$ cat src/include/c16_settings.svh
// Widths and codes follow the C16/Plus4 download host; change them only together with the host side
`ifndef C16_SETTINGS_SVH
`define C16_SETTINGS_SVH

// Bus and memory widths
`define C16_RAM_AW        16
`define C16_ROM_AW        14
`define C16_DL_AW         25
`define C16_RAM_DEPTH     (1 << `C16_RAM_AW)
`define C16_ROM_DEPTH     (1 << `C16_ROM_AW)

// Download index codes
`define C16_DL_ROM        8'h03
`define C16_DL_PRG        8'h01
`define C16_DL_CRT        8'h81

// Bank numbers carried in download address bits 24..14
`define C16_DL_BANK_KERNAL 1
`define C16_DL_BANK_BASIC  2
`define C16_DL_BANK_FUNC_L 3
`define C16_DL_BANK_FUNC_H 4
`define C16_DL_BANK_CART_L 0
`define C16_DL_BANK_CART_H 1

// I/O page of the Plus/4 bank register and the fixed kernal page
`define C16_BANK_IO_PAGE  12'hFDD
`define C16_KERN_PAGE     8'hFC

// Bit positions in the one-hot ROM select
`define C16_ROM_COUNT     6
`define C16_ROM_KERNAL    0
`define C16_ROM_BASIC     1
`define C16_ROM_FUNC_L    2
`define C16_ROM_FUNC_H    3
`define C16_ROM_CART_L    4
`define C16_ROM_CART_H    5

`endif
$ cat src/c16_mem_pkg.sv
// Types shared by the memory blocks; bus fields follow the host download port and the TED bus
`default_nettype none

`include "c16_settings.svh"

package c16_mem_pkg;

	typedef logic [`C16_RAM_AW-1:0]    cpu_addr_t;
	typedef logic [7:0]                byte_t;
	typedef logic [`C16_ROM_AW-1:0]    rom_addr_t;
	typedef logic [`C16_DL_AW-1:0]     dl_addr_t;
	typedef logic [`C16_ROM_COUNT-1:0] rom_sel_t;

	// Code of one ROM half, as written to the bank register
	typedef enum logic [1:0] {
		BANK_INTERNAL = 2'd0,
		BANK_CART     = 2'd1,
		BANK_FUNC     = 2'd2,
		BANK_NONE     = 2'd3
	} rom_bank_e;

	typedef enum logic [1:0] {
		LOAD_IDLE,
		LOAD_DATA,
		LOAD_PATCH
	} loader_state_e;

	// Host download port
	typedef struct packed {
		logic     download;
		byte_t    index;
		logic     wr;
		dl_addr_t addr;
		byte_t    data;
	} dl_port_t;

	// CPU side bus, selects are active low
	typedef struct packed {
		cpu_addr_t addr;
		byte_t     data;
		logic      rnw;
		logic      cs_ram_n;
		logic      cs0_n;
		logic      cs1_n;
		logic      cs_io_n;
	} cpu_bus_t;

endpackage

`default_nettype wire

$ cat src/rom_bank_ctrl.sv
// Model is sampled only during reset; bank register writes take effect only on the Plus/4
`default_nettype none

`include "c16_settings.svh"

module rom_bank_ctrl
	import c16_mem_pkg::*;
(
	input  logic     clk_sys,
	input  logic     reset,
	input  logic     model_i,
	input  dl_port_t dl_i,
	input  cpu_bus_t cpu_i,
	output rom_sel_t rom_sel_o
);

	logic      plus4;
	logic      cs_io_old;
	rom_bank_e bank_lo;
	rom_bank_e bank_hi;
	logic      cart_l;
	logic      cart_h;
	logic      crt_dl;
	logic      bank_wr;
	logic      kern;
	logic [`C16_DL_AW-`C16_ROM_AW-1:0] dl_bank;

	assign dl_bank = dl_i.addr[`C16_DL_AW-1:`C16_ROM_AW];
	assign crt_dl  = (dl_i.index == `C16_DL_CRT);
	assign kern    = (cpu_i.addr[15:8] == `C16_KERN_PAGE);

	// Write cycle that opens the bank register
	assign bank_wr = plus4 && cs_io_old && !cpu_i.cs_io_n && !cpu_i.rnw &&
		(cpu_i.addr[15:4] == `C16_BANK_IO_PAGE);

	always_ff @(posedge clk_sys) begin
		if (reset)
			plus4 <= model_i;
	end

	////////////////////////////////////////
	// Bank register and cartridge flags
	always_ff @(posedge clk_sys) begin
		if (reset) begin
			cs_io_old <= 1'b1;
			bank_lo   <= BANK_INTERNAL;
			bank_hi   <= BANK_INTERNAL;
			cart_l    <= 1'b0;
			cart_h    <= 1'b0;
		end else begin
			cs_io_old <= cpu_i.cs_io_n;
			// A cartridge download on the Plus/4 restarts with internal ROMs
			if (plus4 && dl_i.download && crt_dl) begin
				bank_lo <= BANK_INTERNAL;
				bank_hi <= BANK_INTERNAL;
			end else if (bank_wr) begin
				bank_lo <= rom_bank_e'(cpu_i.addr[1:0]);
				bank_hi <= rom_bank_e'(cpu_i.addr[3:2]);
			end
			if (dl_i.wr && crt_dl && (dl_bank == `C16_DL_BANK_CART_L))
				cart_l <= 1'b1;
			if (dl_i.wr && crt_dl && (dl_bank == `C16_DL_BANK_CART_H))
				cart_h <= 1'b1;
		end
	end

	////////////////////////////////////////
	// ROM read select decode
	always_comb begin
		rom_sel_o = '0;
		if (!cpu_i.cs0_n) begin
			rom_sel_o[`C16_ROM_BASIC]  = (bank_lo == BANK_INTERNAL);
			rom_sel_o[`C16_ROM_CART_L] = (bank_lo == BANK_CART) && cart_l;
			rom_sel_o[`C16_ROM_FUNC_L] = (bank_lo == BANK_FUNC);
		end
		if (!cpu_i.cs1_n) begin
			// Kernal page stays visible whatever the high bank
			rom_sel_o[`C16_ROM_KERNAL] = kern || (bank_hi == BANK_INTERNAL);
			rom_sel_o[`C16_ROM_CART_H] = !kern && (bank_hi == BANK_CART) && cart_h;
			rom_sel_o[`C16_ROM_FUNC_H] = !kern && (bank_hi == BANK_FUNC);
		end
	end

endmodule

`default_nettype wire

$ cat config.mk
export PLATFORM = sky130hd
export DESIGN_NAME = rom_bank_ctrl
export DESIGN_NICKNAME = d
export VERILOG_FILES = /design/src/c16_mem_pkg.sv /design/src/rom_bank_ctrl.sv
export VERILOG_INCLUDE_DIRS = /design/src /design/src/include
export SDC_FILE = /design/constraint.sdc
export NUM_CORES = 1
export LEC_CHECK = 0
export ABC_AREA = 1
export BUFFER_PORTS_ARGS = -buffer_cell sky130_fd_sc_hd__buf_4
export CORE_UTILIZATION = 29
export CTS_CLUSTER_DIAMETER = 30
export DETAILED_ROUTE_END_ITERATION = 8
export PLACE_DENSITY = 0.79
export SLEW_MARGIN = 40
export SYNTH_ARGS = -nofsm -noshare
export SYNTH_HDL_FRONTEND = slang
export SYNTH_SLANG_ARGS = --single-unit
$ cat constraint.sdc
create_clock -name clk_sys -period 1.23 [get_ports clk_sys]
set_input_delay 0.246 -clock clk_sys [delete_from_list [all_inputs] [get_ports clk_sys]]
set_output_delay 0.246 -clock clk_sys [all_outputs]
set_load 0.01 [all_outputs]
==> results of run 1 <==
[logic make-up after synthesis]
group,after synthesis
and+or+nand+nor,67
buffers and inverters,20
DFF,8
AOI/OAI and AO/OA,1
[cell usage in the layout, fill, tap and decap left out]
cell type  synthesis  routed
nor3_2             0       2
buf_4              0      49
nand2b_1           1       1
nor2_2             2       3
edfxtp_1           1       1
or2_1              2       2
nand2_1           24      24
inv_1             19      17
nand3_1            3       3
nor2_1            23      22
clkbuf_4           0       3
dfxtp_1            7       5
a21oi_2            0       1
dfxtp_2            0       2
nor2_4             1       1
inv_2              1       3
nand4_1            3       3
nand2_2            2       2
clkbuf_1           0       1
nor3_1             5       3
nand3_2            1       1
[registers in the layout, summed over array words and instances (netlist names)]
name / flops
cs_io_old: 1
cart_l: 1
bank_lo: 2
plus4: 1
cart_h: 1
bank_hi: 2
[what timing repair did]
item	CTS	global route
hold buffers	0	0
setup endpoints to repair	3	5
pin swaps	1	3
resized for setup	3	5
[report_power, final]
group	switching, mW	internal [mW]	leakage (nW)
logic	0.0506	0.105	0.471
registers	0.00161	0.269	0.0675
clock network	0.0911	0.124	0.0150
total	0.143	0.499	0.554
[routing by layer]
layer / part of all wire [%] / routed length, um / global-route usage, %
met2: 52 / 730 / 28.86
met5: 0 / 0 / 0
met1: 38 / 538 / 14.56
met4: 0 / 0 / 6.667
met3: 10 / 147 / 4.365
[cell type report]
type,count,area share (%)
clock buffers,4,2.642
inverters,20,7.547
multi-input cells,68,32.33
flip-flops and latches,8,17.36
well taps,25,3.145
repair buffers,49,36.98
[worst paths after layout]
kind / endpoint / start / cells past startpoint / slack [ps]
worst max-delay path: rom_sel_o[5] / cpu_i[28] / 6 / 30
worst min-delay path: plus4$_DFFE_PP_ / model_i / 1 / 170
worst max register to register: bank_hi[1]$_SDFFE_PP0P_ / plus4$_DFFE_PP_ / 8 / 220
worst min register to register: cart_l$_SDFFE_PP0P_ / cart_l$_SDFFE_PP0P_ / 2 / 490
==> flow_summary_export.csv, run 1 <==
group,metric,value,unit
synthesis,synthArstFlopShare,0,%
place,dp.cells,170,
synthesis,synth_fp_nets,171,
pwr,ir_drop,0.3743,mV
floorplanning,num_io_pins,81,
cts,cts-root-buf,"clkbuf_4",
worst_setup_path,worst_ep_arrival_time,950,ps
layout,final_cells,174,
job,cap_viol_max_count,0,
layout,fill_cells,185,
synthesis,yosysUniqueCellTypes,16,
floorplanning,die_h,45.57,um
layout,syn_to_final_growth,80.68,%
route,vias,717,
worst_setup_path,crit_slowest_cell,"nand2b_1",
synthesis,yosysTopAreaCellShare,25.45,%
layout,design_area,994.7,sq um
worst_setup_path,cp_max_fo,2,
synthesis,synth.area.mux_share,0,%
place,hpwl,1228,um
route,dr.pass1.iters,4,
route,wirelength,1416,um
worst_setup_path,cp_top_family,"simple AND/OR/NAND/NOR gates",
timing,holdWs,165.4,ps
route,routedWlPerCell,8.138,um
floorplanning,die_area,2077,sq um
grt,grt_antenna_before_repair,0,
layout,seqCellArea,172.7,sq um
synthesis,synth_top_cell_by_area,"dfxtp_1",
synthesis,yosysMostFrequentCell,"nand2_1",
route,ant_nets,0,
worst_setup_path,path_buf_inv,3,
worst_setup_path,crit_path_max_incr_delay,160,ps
synthesis,synth.area.top_cells,"dfxtp_1 25%, nand2_1 16%, nor2_1 16%, inv_1 13%, edfxtp_1 5.5%",
timing,finalHoldViolCount,0,
synthesis,seq_area_frac_synth,30.91,%
layout,antennaDiodeCount,0,
layout,layout-drive-gt1-share,44.97,%
synthesis,synth_edf_count,1,
timing,worst_pin_slew,157.3,ps
grt,grt_max_degree,9,
floorplanning,core,1745,sq um
worst_setup_path,crit_path_end_kind,"output port",
grt,grt_overflow,0,
cts,cts_tree,"built",
place,gp_congestion,0.6654,
worst_hold_path,hold_path_class,"input port to flop",
worst_setup_path,crit_path_frequent_cell,"buf_4",
worst_setup_path,required,980,ps
pwr,leakage,0.5539,nW
cts,clk_pin_slew,60,ps
cts,cts_buffers,3,
synthesis,syn_inst,96,
timing,final.setup.tns,0,ps
place,dpl_cell_area,949.7,sq um
pwr,power.density,645.2,nW/um^2
worst_setup_path,crit_chain,"buf_4 > nand4_1 > nand2b_1 > inv_1 > nor3_2 > buf_4",
timing,fin_ws,31.65,ps
floorplanning,die_w,45.57,um
grt,grt_pass1_vias,643,
grt,groute.usage.overall,15.07,%
floorplanning,start_util,31.54,%
cts,cts.sink_count,8,
timing,finalSetupViolCount,0,
timing,fin_crit_sh,97.43,%
route,drc,0,
worst_setup_path,criticalPathCategory,"input port to output port",
route,first_iter_violations,12,
worst_setup_path,startpoint_type,"input port",
timing,rsz0062_at_grt,"true",
synthesis,synth.ff_latch_count,8,
synthesis,synth-main-ff-cell,"dfxtp_1",
cts,clockBufferDepth,2,
timing,slew_viol_final,0,
floorplanning,rows,15,
synthesis,yosysWarnings,0,
synthesis,yosys-top-cells-count,"24 x nand2_1, 23 x nor2_1, 19 x inv_1",
status,outcome,"finished, final reports clean",
synthesis,netlist_area,550.5,sq um
layout,multiInputGateArea,321.6,sq um
layout,nets,225,
pwr,power,641.8,uW
synthesis,synth_compound_area_share,0.9091,%
synthesis,avgSynthCellArea,5.735,sq um
route,avgViaCountPerCell,4.121,
synthesis,synth_xor_area_share,0,%
cts,insertion_delay,250,ps
timing,skew,7.247,ps
place,dpl_worst_slack,67.47,ps
synthesis,synth_top_family_by_area,"simple AND/OR/NAND/NOR gates",
place,io_buffers,49,
layout,fin_util,56.99,%
grt,grt_pass1_wl,2256,um
synthesis,yosys.area_share.simple,54.55,%
timing,fin_crit,1198,ps
synthesis,synth-adder-area-share,0,%
cts,h-tree-depth,1,
timing,fmax,834.5,MHz
cts,cts_setup_buffers,0,
timing,slew_headroom,89.43,%
Power figures use the tool's default switching activity.
==> run 2, diff against run 1 <==
==> constraint.sdc (replaced) <==
create_clock -name clk_sys -period 1.23 [get_ports clk_sys]
set_input_delay 0.0615 -clock clk_sys [delete_from_list [all_inputs] [get_ports clk_sys]]
set_output_delay 0.0615 -clock clk_sys [all_outputs]
set_load 0.01 [all_outputs]
==> run 2 against run 1 <==
Net effect: fmax rose by 8.5%; die area did not move; non-clock buffer count rose by 3; flip-flop and latch count did not move; critical endpoint unchanged; largest power group unchanged.
==> flow_summary_export.csv, run 2 (synthesized netlist as in run 1, its figures left out) <==
group,metric,value,unit
grt,grt_pass1_wl,2283,um
route,routedWlPerCell,8.034,um
floorplanning,num_io_pins,81,
layout,fin_util,59.07,%
layout,layout-drive-gt1-share,44.74,%
worst_setup_path,criticalPathCategory,"flop to output port",
grt,grt_max_degree,9,
route,dr.pass1.iters,4,
pwr,power.density,628.3,nW/um^2
place,dp.cells,170,
cts,clk_pin_slew,50,ps
job,cap_viol_max_count,0,
grt,grt_antenna_before_repair,0,
route,wirelength,1422,um
layout,syn_to_final_growth,87.27,%
cts,clockBufferDepth,2,
route,vias,725,
route,ant_nets,0,
layout,nets,228,
timing,worst_pin_slew,160.9,ps
place,io_buffers,49,
route,drc,0,
floorplanning,start_util,31.54,%
timing,fin_crit,1105,ps
cts,cts_buffers,3,
timing,finalHoldViolCount,0,
grt,grt_overflow,0,
worst_setup_path,crit_slowest_cell,"dfxtp_1",
timing,slew_headroom,89.19,%
floorplanning,rows,15,
floorplanning,die_w,45.57,um
status,outcome,"finished, final reports clean",
pwr,comb_power_share,25.2,%
timing,holdWs,31.13,ps
pwr,ir_drop,0.3791,mV
worst_setup_path,crit_path_max_incr_delay,310,ps
pwr,pwr-share-seq,41.8,%
pwr,leakage,0.5710,nW
timing,finalSetupViolCount,0,
route,first_iter_violations,7,
worst_setup_path,crit_path_end_kind,"output port",
floorplanning,core,1745,sq um
cts,cts.sink_count,8,
worst_setup_path,r2r_cells,8,
layout,final_cells,177,
worst_hold_path,whs_endpoint,"bank_hi[1]$_SDFFE_PP0P_",
worst_setup_path,cp_max_fo,3,
pwr,clkPwrFrac,32.9,%
timing,rsz0062_at_grt,"false",
timing,fin_crit_sh,89.83,%
timing,slew_viol_final,0,
place,hpwl,1228,um
cts,cts-root-buf,"clkbuf_4",
worst_hold_path,hold-path-cell-count,3,
worst_setup_path,startpoint_type,"flop",
worst_setup_path,crit-reg2reg-launch,"plus4$_DFFE_PP_",
worst_setup_path,crit_chain,"inv_1 > nand3_1 > nor3_1 > buf_4",
timing,skew,6.268,ps
timing,final.setup.tns,0,ps
cts,insertion_delay,250,ps
grt,grt_pass1_vias,655,
timing,fmax,905.1,MHz
worst_setup_path,worst_ep_arrival_time,1040,ps
worst_hold_path,hold_path_class,"input port to flop",
floorplanning,die_h,45.57,um
pwr,p_sw,143.3,uW
pwr,netSwitchingFraction,22.13,%
layout,antennaDiodeCount,0,
worst_setup_path,r2r_slack,200,ps
worst_setup_path,required,1170,ps
layout,layout_commonest_cell,"buf_4",
worst_hold_path,min-delay-start,"cpu_i[16]",
pwr,power,647.8,uW
worst_setup_path,r2r_end,"bank_hi[1]$_SDFFE_PP0P_",
place,gp_congestion,0.6654,
pwr,p_int,504.4,uW
layout,layout_common_cells,"49 x buf_4, 20 x nand2_1, 19 x nor2_1",
cts,h-tree-depth,1,
layout,top_regs,"bank_hi: 2 flops, bank_lo: 2 flops",
cts,cts_tree,"built",
grt,groute.usage.overall,15.16,%
floorplanning,die_area,2077,sq um
route,avgViaCountPerCell,4.096,
[run 2: stage by stage]
stage | instance area [sq um] | setup WS (ps)
after floorplan | 550.5 | 320.6
after global placement | 949.7 | 237.7
after detailed placement | 949.7 | 218.0
after CTS | 1006 | 84.94
after global routing | 1031 | 17.38
final | 1031 | 125.1
[run 2: critical path: cells and delay by family (launching register included)]
| family | cells | cell delay (ps) |
|---|---|---|
| DFF | 1 | 310 |
| and+or+nand+nor | 2 | 250 |
| buffers and inverters | 2 | 240 |
[run 2: final cells by class]
class                   instances  area [sq um]
clock buffers                   4         26.28
fillers                       183         714.4
inverters                      20         75.07
multi-input cells              68         330.3
flip-flops and latches          8         170.2
well taps                      25         31.28
repair buffers                 52         397.9
[run 2: how the worst max path moves through the flow]
stage | slack [ps] | depth (start not counted) | startpoint | end
CTS | 80 | 9 | cpu_i[0] | bank_hi[1]$_SDFFE_PP0P_
detailed placement | 220 | 8 | plus4$_DFFE_PP_ | bank_hi[1]$_SDFFE_PP0P_
global route | 20 | 4 | bank_hi[1]$_SDFFE_PP0P_ | rom_sel_o[5]
finish | 130 | 4 | bank_hi[1]$_SDFFE_PP0P_ | rom_sel_o[5]
floorplan | 320 | 8 | plus4$_DFFE_PP_ | bank_hi[0]$_SDFFE_PP0P_
global placement | 240 | 8 | plus4$_DFFE_PP_ | bank_lo[1]$_SDFFE_PP0P_
[run 2: metal layers]
metal | GRT usage [%] | up-vias | wire, um | part of all wire (%)
met4 | 6.061 | 0 | 0 | 0
met5 | 0 | - | 0 | 0
met3 | 4.365 | 0 | 138 | 9.7
li1 | - | 398 | - | -
met1 | 14.81 | 292 | 563 | 40
met2 | 29.14 | 35 | 720 | 51
[run 2: what timing repair did]
action | in CTS | in global routing
endpoints found under the setup margin | 0 | 3
gates resized for setup | 0 | 10
hold buffers | 3 | 0
setup buffers | 0 | 1
endpoints found under the hold margin | 4 | 0
[run 2: power groups by stage]
stage	clock, mW	sequential [mW]	combinational [mW]
final	0.213	0.271	0.164
after global routing	0.244	0.271	0.181
after CTS	0.224	0.271	0.164
after detailed placement	0	0.277	0.156
after global placement	0	0.276	0.151
after floorplan	0	0.276	0.0380
