$ cat config.mk
export PLATFORM = sky130hd
export DESIGN_NAME = prg_loader
export DESIGN_NICKNAME = d
export VERILOG_FILES = /design/src/c16_mem_pkg.sv /design/src/prg_loader.sv
export VERILOG_INCLUDE_DIRS = /design/src /design/src/include
export SDC_FILE = /design/constraint.sdc
export NUM_CORES = 1
export LEC_CHECK = 0
export BUFFER_PORTS_ARGS = -buffer_cell sky130_fd_sc_hd__clkbuf_2
export CORE_AREA = 2 2 68 102
export CTS_CLUSTER_SIZE = 8
export DETAILED_ROUTE_END_ITERATION = 10
export DIE_AREA = 0 0 70 104
export PLACE_DENSITY = 0.71
export SYNTH_ARGS = -nofsm -noshare
export SYNTH_HDL_FRONTEND = slang
export SYNTH_SLANG_ARGS = --single-unit
$ cat constraint.sdc
create_clock -name clk_sys -period 3 [get_ports clk_sys]
set_input_delay 0.15 -clock clk_sys [delete_from_list [all_inputs] [get_ports clk_sys]]
set_output_delay 0.15 -clock clk_sys [all_outputs]
set_load 0.05 [all_outputs]
$ cat src/include/c16_settings.svh
// Widths and codes follow the C16/Plus4 download host; change them only together with the host side
`ifndef C16_SETTINGS_SVH
`define C16_SETTINGS_SVH

// Bus and memory widths
`define C16_RAM_AW        16
`define C16_ROM_AW        14
`define C16_DL_AW         25
`define C16_RAM_DEPTH     (1 << `C16_RAM_AW)
`define C16_ROM_DEPTH     (1 << `C16_ROM_AW)

// Download index codes
`define C16_DL_ROM        8'h03
`define C16_DL_PRG        8'h01
`define C16_DL_CRT        8'h81

// Bank numbers carried in download address bits 24..14
`define C16_DL_BANK_KERNAL 1
`define C16_DL_BANK_BASIC  2
`define C16_DL_BANK_FUNC_L 3
`define C16_DL_BANK_FUNC_H 4
`define C16_DL_BANK_CART_L 0
`define C16_DL_BANK_CART_H 1

// I/O page of the Plus/4 bank register and the fixed kernal page
`define C16_BANK_IO_PAGE  12'hFDD
`define C16_KERN_PAGE     8'hFC

// Bit positions in the one-hot ROM select
`define C16_ROM_COUNT     6
`define C16_ROM_KERNAL    0
`define C16_ROM_BASIC     1
`define C16_ROM_FUNC_L    2
`define C16_ROM_FUNC_H    3
`define C16_ROM_CART_L    4
`define C16_ROM_CART_H    5

`endif
$ cat src/c16_mem_pkg.sv
// Types shared by the memory blocks; bus fields follow the host download port and the TED bus
`default_nettype none

`include "c16_settings.svh"

package c16_mem_pkg;

	typedef logic [`C16_RAM_AW-1:0]    cpu_addr_t;
	typedef logic [7:0]                byte_t;
	typedef logic [`C16_ROM_AW-1:0]    rom_addr_t;
	typedef logic [`C16_DL_AW-1:0]     dl_addr_t;
	typedef logic [`C16_ROM_COUNT-1:0] rom_sel_t;

	// Code of one ROM half, as written to the bank register
	typedef enum logic [1:0] {
		BANK_INTERNAL = 2'd0,
		BANK_CART     = 2'd1,
		BANK_FUNC     = 2'd2,
		BANK_NONE     = 2'd3
	} rom_bank_e;

	typedef enum logic [1:0] {
		LOAD_IDLE,
		LOAD_DATA,
		LOAD_PATCH
	} loader_state_e;

	// Host download port
	typedef struct packed {
		logic     download;
		byte_t    index;
		logic     wr;
		dl_addr_t addr;
		byte_t    data;
	} dl_port_t;

	// CPU side bus, selects are active low
	typedef struct packed {
		cpu_addr_t addr;
		byte_t     data;
		logic      rnw;
		logic      cs_ram_n;
		logic      cs0_n;
		logic      cs1_n;
		logic      cs_io_n;
	} cpu_bus_t;

endpackage

`default_nettype wire

$ cat src/prg_loader.sv
// Expects PRG bytes in address order with a two-byte load header and no wait states from the host
`default_nettype none

`include "c16_settings.svh"

module prg_loader
	import c16_mem_pkg::*;
(
	input  logic      clk_sys,
	input  logic      reset,
	input  dl_port_t  dl_i,
	output logic      ram_wr_o,
	output cpu_addr_t ram_addr_o,
	output byte_t     ram_data_o
);

	loader_state_e state;
	cpu_addr_t     load_addr;
	logic [3:0]    patch_cnt;
	cpu_addr_t     patch_addr;
	logic          is_prg;
	logic          prg_active;
	logic          data_wr;
	logic          patch_wr;

	assign is_prg     = (dl_i.index == `C16_DL_PRG);
	assign prg_active = dl_i.download && is_prg;

	// Bytes past the two header bytes go to RAM
	assign data_wr  = prg_active && dl_i.wr && (dl_i.addr > 1);
	assign patch_wr = (state == LOAD_PATCH) && !prg_active && !patch_cnt[0];

	// BASIC end pointers, low and high bytes interleaved
	always_comb begin
		case (patch_cnt[3:1])
			3'd0:    patch_addr = 16'h002D;
			3'd1:    patch_addr = 16'h002E;
			3'd2:    patch_addr = 16'h002F;
			3'd3:    patch_addr = 16'h0030;
			3'd4:    patch_addr = 16'h0031;
			3'd5:    patch_addr = 16'h0032;
			3'd6:    patch_addr = 16'h009D;
			default: patch_addr = 16'h009E;
		endcase
	end

	////////////////////////////////////////
	// Loader FSM
	always_ff @(posedge clk_sys) begin
		if (reset) begin
			state     <= LOAD_IDLE;
			ram_wr_o  <= 1'b0;
			patch_cnt <= '0;
		end else begin
			ram_wr_o <= data_wr || patch_wr;
			case (state)
				LOAD_IDLE: begin
					if (prg_active)
						state <= LOAD_DATA;
				end
				LOAD_DATA: begin
					// Falling download level ends the transfer
					if (!dl_i.download) begin
						state     <= is_prg ? LOAD_PATCH : LOAD_IDLE;
						patch_cnt <= '0;
					end
				end
				LOAD_PATCH: begin
					if (prg_active) begin
						state <= LOAD_DATA;
					end else begin
						patch_cnt <= patch_cnt + 4'd1;
						if (patch_cnt == 4'd15)
							state <= LOAD_IDLE;
					end
				end
				default: state <= LOAD_IDLE;
			endcase
		end
	end

	////////////////////////////////////////
	// Load address and RAM write payload
	always_ff @(posedge clk_sys) begin
		if (prg_active && dl_i.wr) begin
			if (dl_i.addr == 0)
				load_addr[7:0] <= dl_i.data;
			else if (dl_i.addr == 1)
				load_addr[15:8] <= dl_i.data;
			else
				load_addr <= load_addr + 16'd1;
		end

		if (data_wr) begin
			ram_addr_o <= load_addr;
			ram_data_o <= dl_i.data;
		end else if (patch_wr) begin
			// load_addr now holds the end address
			ram_addr_o <= patch_addr;
			ram_data_o <= patch_cnt[1] ? load_addr[15:8] : load_addr[7:0];
		end
	end

endmodule

`default_nettype wire

==> results.yml, run 1 <==
outcome:
  outcome: "finished, final reports clean"
floorplanning:
  io-pin-count: 70
  die_h_um: 104
  rows: 36
  initial_core_util: 0.3920
  dieArea_um2: 7280
  coreArea_um2: 6396
  die_w_um: 70
synth:
  async_reset_ff_frac: 0
  syn_area_um2: 2507
  ys.flop_type: "edfxtp_1"
  synth-seq-area-share: 0.5349
  yosysWarnings: 0
  syn-num-nets: 254
  avgSynthCellArea_um2: 12.11
  syn_inst: 207
  synth-edff-count: 40
  ys_ff_latch: 47
  synthTopCellsByArea: "edfxtp_1, mux2_2, dfxtp_1, xnor2_1, mux2i_1"
  yosysUniqueCellTypes: 39
  synth_top_area_frac: 0.4790
  synth_top_area_cell: "edfxtp_1"
detailed_routing:
  drt_iter0_drc: 70
  drc: 0
  drt_pre_antenna_iters: 4
  wl_per_cell_um: 14.51
  postRouteAntennaNets: 0
  wl_um: 5210
  viasPerCell: 5.198
  vias: 1866
setup_path:
  critPathMaxFanout: 6
  reg2reg_to: "load_addr[12]"
  worstRegToRegCells: 5
  cp-start-kind: "flip-flop"
  critPathRequiredTime_ps: 3050
  cp-end-kind: "flip-flop"
  crit_chain: "ha_1, nand3_1, nor4_1, xnor2_1, mux2_2"
  crit_start: "load_addr[0]"
  timing_worst_setup_path_type: "reg -> reg"
  worstSetupEndpoint: "load_addr[12]"
  slowest_delay_ps: 460
  cp_slowest_cell: "edfxtp_1"
  timing.rr.start: "load_addr[0]"
  rrSetupSlack_ps: 1060
  cp.arrival_ps: 1990
final_layout:
  n_antenna_cell: 0
  drive_gt1_frac: 0.3922
  fill_cells: 593
  ff_latch_area_um2: 1341
  area_growth_pct: 21.06
  final_cells: 359
  nets: 329
  multi_input_comb_area_um2: 1076
timing:
  setup_viol: 0
  holdWs_ps: 81.03
  rsz0062_at_grt: "false"
  finalCritPeriodShare: 0.6469
  setup_tns_ps: 0
  clock.fmax_mhz: 515.3
  post-route-min-period_ps: 1941
  slew_violations: 0
  finalClockSkew_ps: 10.47
  setup_slack_ps: 1059
  tightest_slew_ps: 782.4
  slew_headroom: 0.4765
  finalHoldViolCount: 0
worst_hold_path:
  hold_class: "in -> reg"
power:
  pwr_density_cell_nw_per_um2: 374.8
  p_total_uw: 1138
  leakagePower_uw: 0.001230
  peakVddDrop_mv: 0.2243
clocking:
  clockRootBuffer: "clkbuf_8"
  clkLatencyLatePin_ps: 300
  cts_setup_buffers: 0
  htreeDepth: 2
  postCtsHoldBufs: 0
  cts_resized: 0
  clkSinkCount: 47
  clock_path_buffers: 2
  cts_buffers: 5
  cts_tree: "done"
  clkTransAtPathRegs_ps: 80
place:
  place_hpwl_um: 4020
  pre_cts_ws_ps: 833.8
  dp_cells: 351
  gp_congestion: 0.7921
  portBuffers: 69
flow_run:
  maxCapViolCount: 0
grt:
  grt_first_pass_wirelength_um: 8783
  grt-ovfl-total: 0
  grt_pass1_vias: 1890
  grt_use_total: 0.1498
  grt_max_degree: 23
  antenna_found_initial: 0
## worst max-delay path, delay by kind of cell, from the launching register on
family	cells	cell delay, ps
mux	1	260
simple gates	2	670
flops	1	460
xor+xnor	1	100
fa+ha+maj	1	220
## final cells by class
cell class	count	share of cell area
sequential	47	0.4419
multi-input combinational	139	0.3545
timing repair buffer	72	0.1212
tap	76	0.03133
clock buffer	7	0.02844
inverter	17	0.02102
clock inverter	1	0.001649
## state kept, by name (all words and copies together) (netlist names)
register    count
state           2
ram_addr_o     16
patch_cnt       4
load_addr      16
ram_wr_o        1
ram_data_o      8
## logic make-up after synthesis
kind of cell	count (synthesis)	share of synthesized area
buffers and inverters	21	0.03593
adder cells (fa/ha/maj)	2	0.009978
multiplexers	35	0.1532
flip-flops	47	0.5349
AO/OA/AOI/OAI	18	0.04791
AND/OR/NAND/NOR	69	0.1657
XOR/XNOR	15	0.05240
## worst min-delay path by stage
stage	slack, ps	end	depth (start not counted)	startpoint
6_report	80	patch_cnt[1]	2	reset
5_1_grt	100	state[1]	2	reset
4_1_cts	80	patch_cnt[1]	2	reset
3_5_place_dp	390	patch_cnt[1]	2	reset
3_3_place_gp	400	patch_cnt[1]	2	reset
2_1_floorplan	220	ram_wr_o	1	reset
## layer usage
layer	GRT usage	share of wire	wire [um]	vias up
li1	-	-	-	907
met1	0.1673	0.39	2016	874
met2	0.2769	0.53	2780	78
met3	0.02616	0.061	319	7
met4	0.05769	0.018	93	0
met5	0	0	0	-
## metrics by stage
| stage | area (um2) | utilization |
|---|---|---|
| finish | 3035 | 0.4746 |
| global route | 3035 | 0.4746 |
| CTS | 3035 | 0.4746 |
| detailed placement | 2944 | 0.4603 |
| global placement | 2944 | 0.4603 |
| floorplan | 2507 | - |
## report_power, final
group	leakage, uW	internal [uW]	switching (uW)
clock	0.0000482	186	208
sequential	0.000416	697	0.138
combinational	0.000766	24.8	20.8
total	0.00123	909	229
## cells in the final DEF (no fill, tap or decap), types with 2 or more instances in the layout
cell       n
nand2_1   11
clkbuf_8   6
mux2_1     3
nor3_1     3
mux2i_1    8
o21ai_0    8
inv_1     17
xnor2_1   13
nand2b_1   4
mux2_2    24
clkbuf_2  69
nand3_1    7
nor2_1    16
ha_1       2
edfxtp_1  40
nand4_1    4
xor2_1     2
nor3_4     2
buf_4      3
nor4_1    11
dfxtp_1    7
a21oi_1    4
## synthesized netlist by cell type (2+ instances only)
master     n
edfxtp_1  40
mux2_2    24
inv_1     17
nor2_1    16
xnor2_1   13
nand2_1   11
nor4_1    11
mux2i_1    8
o21ai_0    8
dfxtp_1    7
nand3_1    7
a21oi_1    4
nand2b_1   4
nand4_1    4
mux2_1     3
nor3_1     3
clkbuf_1   2
ha_1       2
nor3_4     2
xor2_1     2
Note: power is estimated with default switching activity, not from simulation.
==> run 2, diff against run 1 <==
Settings changed: PLACE_DENSITY 0.71 to 0.73.
Clock period 3 ns to 1.65 ns, I/O delays scaled along.
==> run 2 against run 1 <==
  * Utilization up 7.4 points
  * Largest cell class unchanged
  * Highest routed layer unchanged
  * Die area unchanged
  * Total power up 93%
  * Wire length up 10%
  * Cell area up 16%
  * First-iteration DRC count up 120%
  * Largest power group unchanged
  * Sequential share of layout area down 6.0 points
  * Critical path depth up 1
==> results.yml, run 2 (synthesized netlist as in run 1, its figures left out) <==
outcome:
  outcome: "finished, final reports clean"
grt:
  grt_pass1_vias: 2065
  grt-ovfl-total: 0
  antenna_found_initial: 0
  grt_first_pass_wirelength_um: 9177
  grt_use_total: 0.1572
  grt_max_degree: 25
final_layout:
  area_growth_pct: 39.97
  final_cells: 394
  final_cell_mix: "clkbuf_2, edfxtp_1, buf_4"
  reg_top3: "load_addr: 16 flops, ram_addr_o: 16 flops, ram_data_o: 8 flops"
  nets: 364
  drive_gt1_frac: 0.5094
  layout_commonest_cell: "clkbuf_2"
  n_antenna_cell: 0
  fin_area_um2: 3510
place:
  portBuffers: 69
  place_hpwl_um: 4268
  post_dp_cell_area_um2: 3243
  dp_cells: 378
  gp_congestion: 0.8331
clocking:
  cts_buffers: 5
  cts_tree: "done"
  postCtsHoldBufs: 0
  clkTransAtPathRegs_ps: 90
  htreeDepth: 2
  clkSinkCount: 47
  clock_path_buffers: 2
  clkLatencyLatePin_ps: 300
  clockRootBuffer: "clkbuf_8"
timing:
  tightest_slew_ps: 447.2
  finalCritPeriodShare: 0.9770
  slew_violations: 0
  setup_viol: 0
  finalClockSkew_ps: 10.22
  finalHoldViolCount: 0
  clock.fmax_mhz: 620.4
  rsz0062_at_grt: "true"
  slew_headroom: 0.7015
  setup_tns_ps: 0
  post-route-min-period_ps: 1612
detailed_routing:
  drt_pre_antenna_iters: 4
  drc: 0
  vias: 2011
  drt_iter0_drc: 151
  wl_um: 5730
  viasPerCell: 5.104
  postRouteAntennaNets: 0
  wl_per_cell_um: 14.54
setup_path:
  rrSetupSlack_ps: 40
  reg2reg_to: "load_addr[6]"
  timing.rr.start: "load_addr[1]"
  critPathBufInv: 1
  cp_slowest_cell: "edfxtp_1"
  critPathMaxFanout: 5
  critPathRequiredTime_ps: 1710
  worstRegToRegCells: 6
  timing_worst_setup_path_type: "reg -> reg"
  crit_chain: "ha_4, nand3_4, buf_4, nor2_2, xnor2_1, mux2_2"
  cp-end-kind: "flip-flop"
  crit_family: "flip-flops"
  crit_start: "load_addr[1]"
  cp-start-kind: "flip-flop"
  slowest_delay_ps: 480
  cp.arrival_ps: 1680
floorplanning:
  io-pin-count: 70
  rows: 36
  dieArea_um2: 7280
  die_w_um: 70
  initial_core_util: 0.3920
  die_h_um: 104
  coreArea_um2: 6396
worst_hold_path:
  hold_class: "in -> reg"
  holdPathEnd: "patch_cnt[1]"
  min_from: "reset"
  whs_path_depth: 2
power:
  power_switching_uw: 431.2
  clkPwrFrac: 0.380
  switching_share: 0.1967
  p_total_uw: 2192
  comb_power_share: 0.042
  pwr_density_cell_nw_per_um2: 624.5
  intPower_uw: 1761
  seqPwrFrac: 0.579
  peakVddDrop_mv: 0.3911
  leakagePower_uw: 0.001431
flow_run:
  maxCapViolCount: 0
[run 2: power groups by stage]
stage | clock [uW] | combinational (uW) | sequential, uW
4_1_cts | 843 | 91.6 | 1270
2_1_floorplan | 0 | 15.7 | 1300
3_3_place_gp | 0 | 88.9 | 1300
5_1_grt | 887 | 99.2 | 1270
3_5_place_dp | 0 | 91.2 | 1300
6_report | 832 | 91.4 | 1270
[run 2: worst max path at each step]
stage,endpoint,slack [ps],cells past startpoint
3_3_place_gp,load_addr[6],-80,6
6_report,load_addr[6],40,6
2_1_floorplan,load_addr[14],6,5
3_5_place_dp,load_addr[7],-120,6
5_1_grt,load_addr[11],-40,5
4_1_cts,load_addr[12],10,5
[run 2: repair_timing]
item | 4_1_cts | 5_1_grt
resized for setup | 5 | 10
buffers inserted | 3 | 5
pin swaps | 2 | 4
setup endpoints to repair | 7 | 9
[run 2: final cells by class]
| cell class | instances | area [um2] |
|---|---|---|
| Timing Repair Buffer | 107 | 668.1 |
| Inverter | 17 | 63.81 |
| Clock buffer | 5 | 68.82 |
| Fill cell | 555 | 2887 |
| Multi-Input combinational cell | 139 | 1234 |
| Tap cell | 76 | 95.09 |
| Sequential cell | 47 | 1341 |
| Clock inverter | 3 | 38.79 |
[run 2: through the flow]
step	hold slack, ps	worst slack [ps]	utilization
floorplan	151.6	5.704	-
global placement	333.5	-80.31	0.5070
detailed placement	338.5	-116.0	0.5070
CTS	23.01	11.17	0.5317
global route	23.95	-40.26	0.5487
finish	15.49	38.02	0.5487
[run 2: routing by layer]
metal / track usage / share of wire
met1: 0.1653 / 0.37
met2: 0.2986 / 0.54
met3: 0.02422 / 0.058
met4: 0.07143 / 0.030
met5: 0 / 0
==> run 3, diff against run 2 <==
Settings changed: BUFFER_PORTS_ARGS -buffer_cell sky130_fd_sc_hd__clkbuf_2 to unset, DONT_BUFFER_PORTS set to 1, PLACE_DENSITY 0.73 to 0.63.
==> run 3 against run 2 <==
  * The flow now finishes with violations (negative setup slack)
  * Critical path depth decreased by 2
  * Sequential power about the same
  * Total power decreased by 9.1%
  * Fmax decreased by 3.2%
  * Via count decreased by 13%
  * Combinational power decreased by 60%
  * Wire length decreased by 2.4%
  * Die area unchanged
  * Global-route usage about the same
  * Critical endpoint is now load_addr[13]
  * Largest cell class unchanged
  * Largest power group unchanged
==> results.yml, run 3 (synthesized netlist as in run 1, its figures left out) <==
outcome:
  outcome: "complete, but fails checks"
  violations: "negative setup slack"
power:
  leakagePower_uw: 0.001141
  power_switching_uw: 401.8
  peakVddDrop_mv: 0.3505
  switching_share: 0.2018
  pwr_density_cell_nw_per_um2: 632.9
  clkPwrFrac: 0.344
  intPower_uw: 1590
  seqPwrFrac: 0.637
  comb_power_share: 0.018
setup_path:
  crit_chain: "nand4_1, nor4_1, xnor2_1, mux2_2"
  crit_start: "load_addr[0]"
  cp-end-kind: "flip-flop"
  cp.arrival_ps: 1720
  worstRegToRegCells: 4
  cp-start-kind: "flip-flop"
  critPathMaxFanout: 5
  rrSetupSlack_ps: -20
  timing_worst_setup_path_type: "reg -> reg"
  critPathRequiredTime_ps: 1710
  slowest_delay_ps: 430
  reg2reg_to: "load_addr[13]"
  timing.rr.start: "load_addr[0]"
  cp_slowest_cell: "nor4_1"
detailed_routing:
  viasPerCell: 5.340
  met1_length_um: 2104
  postRouteAntennaNets: 0
  highest_layer: "met4"
  wl_met3_um: 246
  drt_pre_antenna_iters: 4
  drt_iter0_drc: 73
  wl_per_cell_um: 17.01
  drc: 0
  wl_um: 5595
  wl_met2_um: 3125
  vias: 1757
place:
  gp_congestion: 0.7886
  pre_cts_ws_ps: -46.18
  portBuffers: 0
  place_hpwl_um: 4195
  post_dp_cell_area_um2: 2913
  dp_cells: 311
timing:
  setup_tns_ps: -15.88
  finalCritPeriodShare: 1.010
  finalClockSkew_ps: 3.813
  post-route-min-period_ps: 1666
  clock.fmax_mhz: 600.3
  slew_headroom: 0.6830
  slew_violations: 0
  setup_slack_ps: -15.88
  finalHoldViolCount: 0
  tightest_slew_ps: 474.9
  rsz0062_at_grt: "true"
  setup_viol: 1
grt:
  grt-ovfl-total: 0
  grt_pass1_vias: 1839
  grt_first_pass_wirelength_um: 8935
  grt_max_degree: 25
  antenna_found_initial: 0
  grt_use_total: 0.1568
final_layout:
  n_antenna_cell: 0
  layout_commonest_cell: "edfxtp_1"
  drive_gt1_frac: 0.3399
  fin_area_um2: 3147
  final_cells: 329
  multi_input_comb_area_um2: 1195
  nets: 299
  area_growth_pct: 25.50
  reg_top3: "load_addr: 16 flops, ram_addr_o: 16 flops, ram_data_o: 8 flops"
  final_cell_mix: "edfxtp_1, buf_4, mux2_2"
  fill_cells: 589
  ff_latch_area_um2: 1341
clocking:
  htreeDepth: 2
  clkLatencyLatePin_ps: 300
  clkSinkCount: 47
  cts_buffers: 5
  clockRootBuffer: "clkbuf_8"
  clock_path_buffers: 2
  cts_tree: "done"
  clkTransAtPathRegs_ps: 90
floorplanning:
  die_w_um: 70
  rows: 36
  coreArea_um2: 6396
  die_h_um: 104
  initial_core_util: 0.3920
  dieArea_um2: 7280
  io-pin-count: 70
worst_hold_path:
  whs_path_depth: 1
  hold_class: "in -> reg"
  holdPathEnd: "load_addr[4]"
  min_from: "dl_i[4]"
flow_run:
  maxCapViolCount: 0
-- run 3: area by class of cell --
type,instances,area share
Sequential cell,47,0.4262
Multi-Input combinational cell,139,0.3797
Timing Repair Buffer,42,0.1177
Tap cell,76,0.03022
Clock buffer,7,0.02425
Inverter,17,0.02028
Clock inverter,1,0.001590
-- run 3: how the worst max path moves through the flow --
stage                          endpoint  slack [ps]  depth (start not counted)
after floorplan           load_addr[14]           6                          5
after global placement     load_addr[9]         -30                          5
after detailed placement  ram_addr_o[0]         -50                          6
after CTS                 load_addr[14]           3                          5
after global routing      load_addr[13]         -90                          4
final                     load_addr[13]         -20                          4
-- run 3: metrics by stage --
stage | utilization | hold WS [ps] | total power [uW]
floorplan | - | 151.6 | 1312
global placement | 0.4554 | 156.7 | 1317
detailed placement | 0.4554 | 157.1 | 1317
CTS | 0.4824 | 0.2658 | 2004
global route | 0.4920 | 0.08059 | 2045
finish | 0.4920 | 1.903 | 1992
-- run 3: repair_timing --
action                                 4_1_cts  5_1_grt
pin swaps                                    0        3
endpoints found under the hold margin       13        0
setup buffers                                1        2
setup endpoints to repair                    7        9
hold buffers                                 7        0
gates resized for setup                      2        7
-- run 3: worst max-delay path: cells and delay by family, from the launching register on --
family	cells	cell delay (ps)
XOR/XNOR	1	100
multiplexers	1	270
flip-flops	1	380
AND/OR/NAND/NOR	2	690
-- run 3: power by group through the flow --
stage	Sequential (uW)	Clock, uW	Combinational (uW)
4_1_cts	1270	698	36.6
3_5_place_dp	1300	0	20.4
2_1_floorplan	1300	0	15.7
3_3_place_gp	1300	0	20.1
5_1_grt	1270	736	39.4
6_report	1270	686	36.3
-- run 3: routing by layer --
metal	track usage	vias up
met1	0.1617	831
met3	0.02810	9
li1	-	849
met2	0.2993	68
met4	0.07005	0
met5	0	-
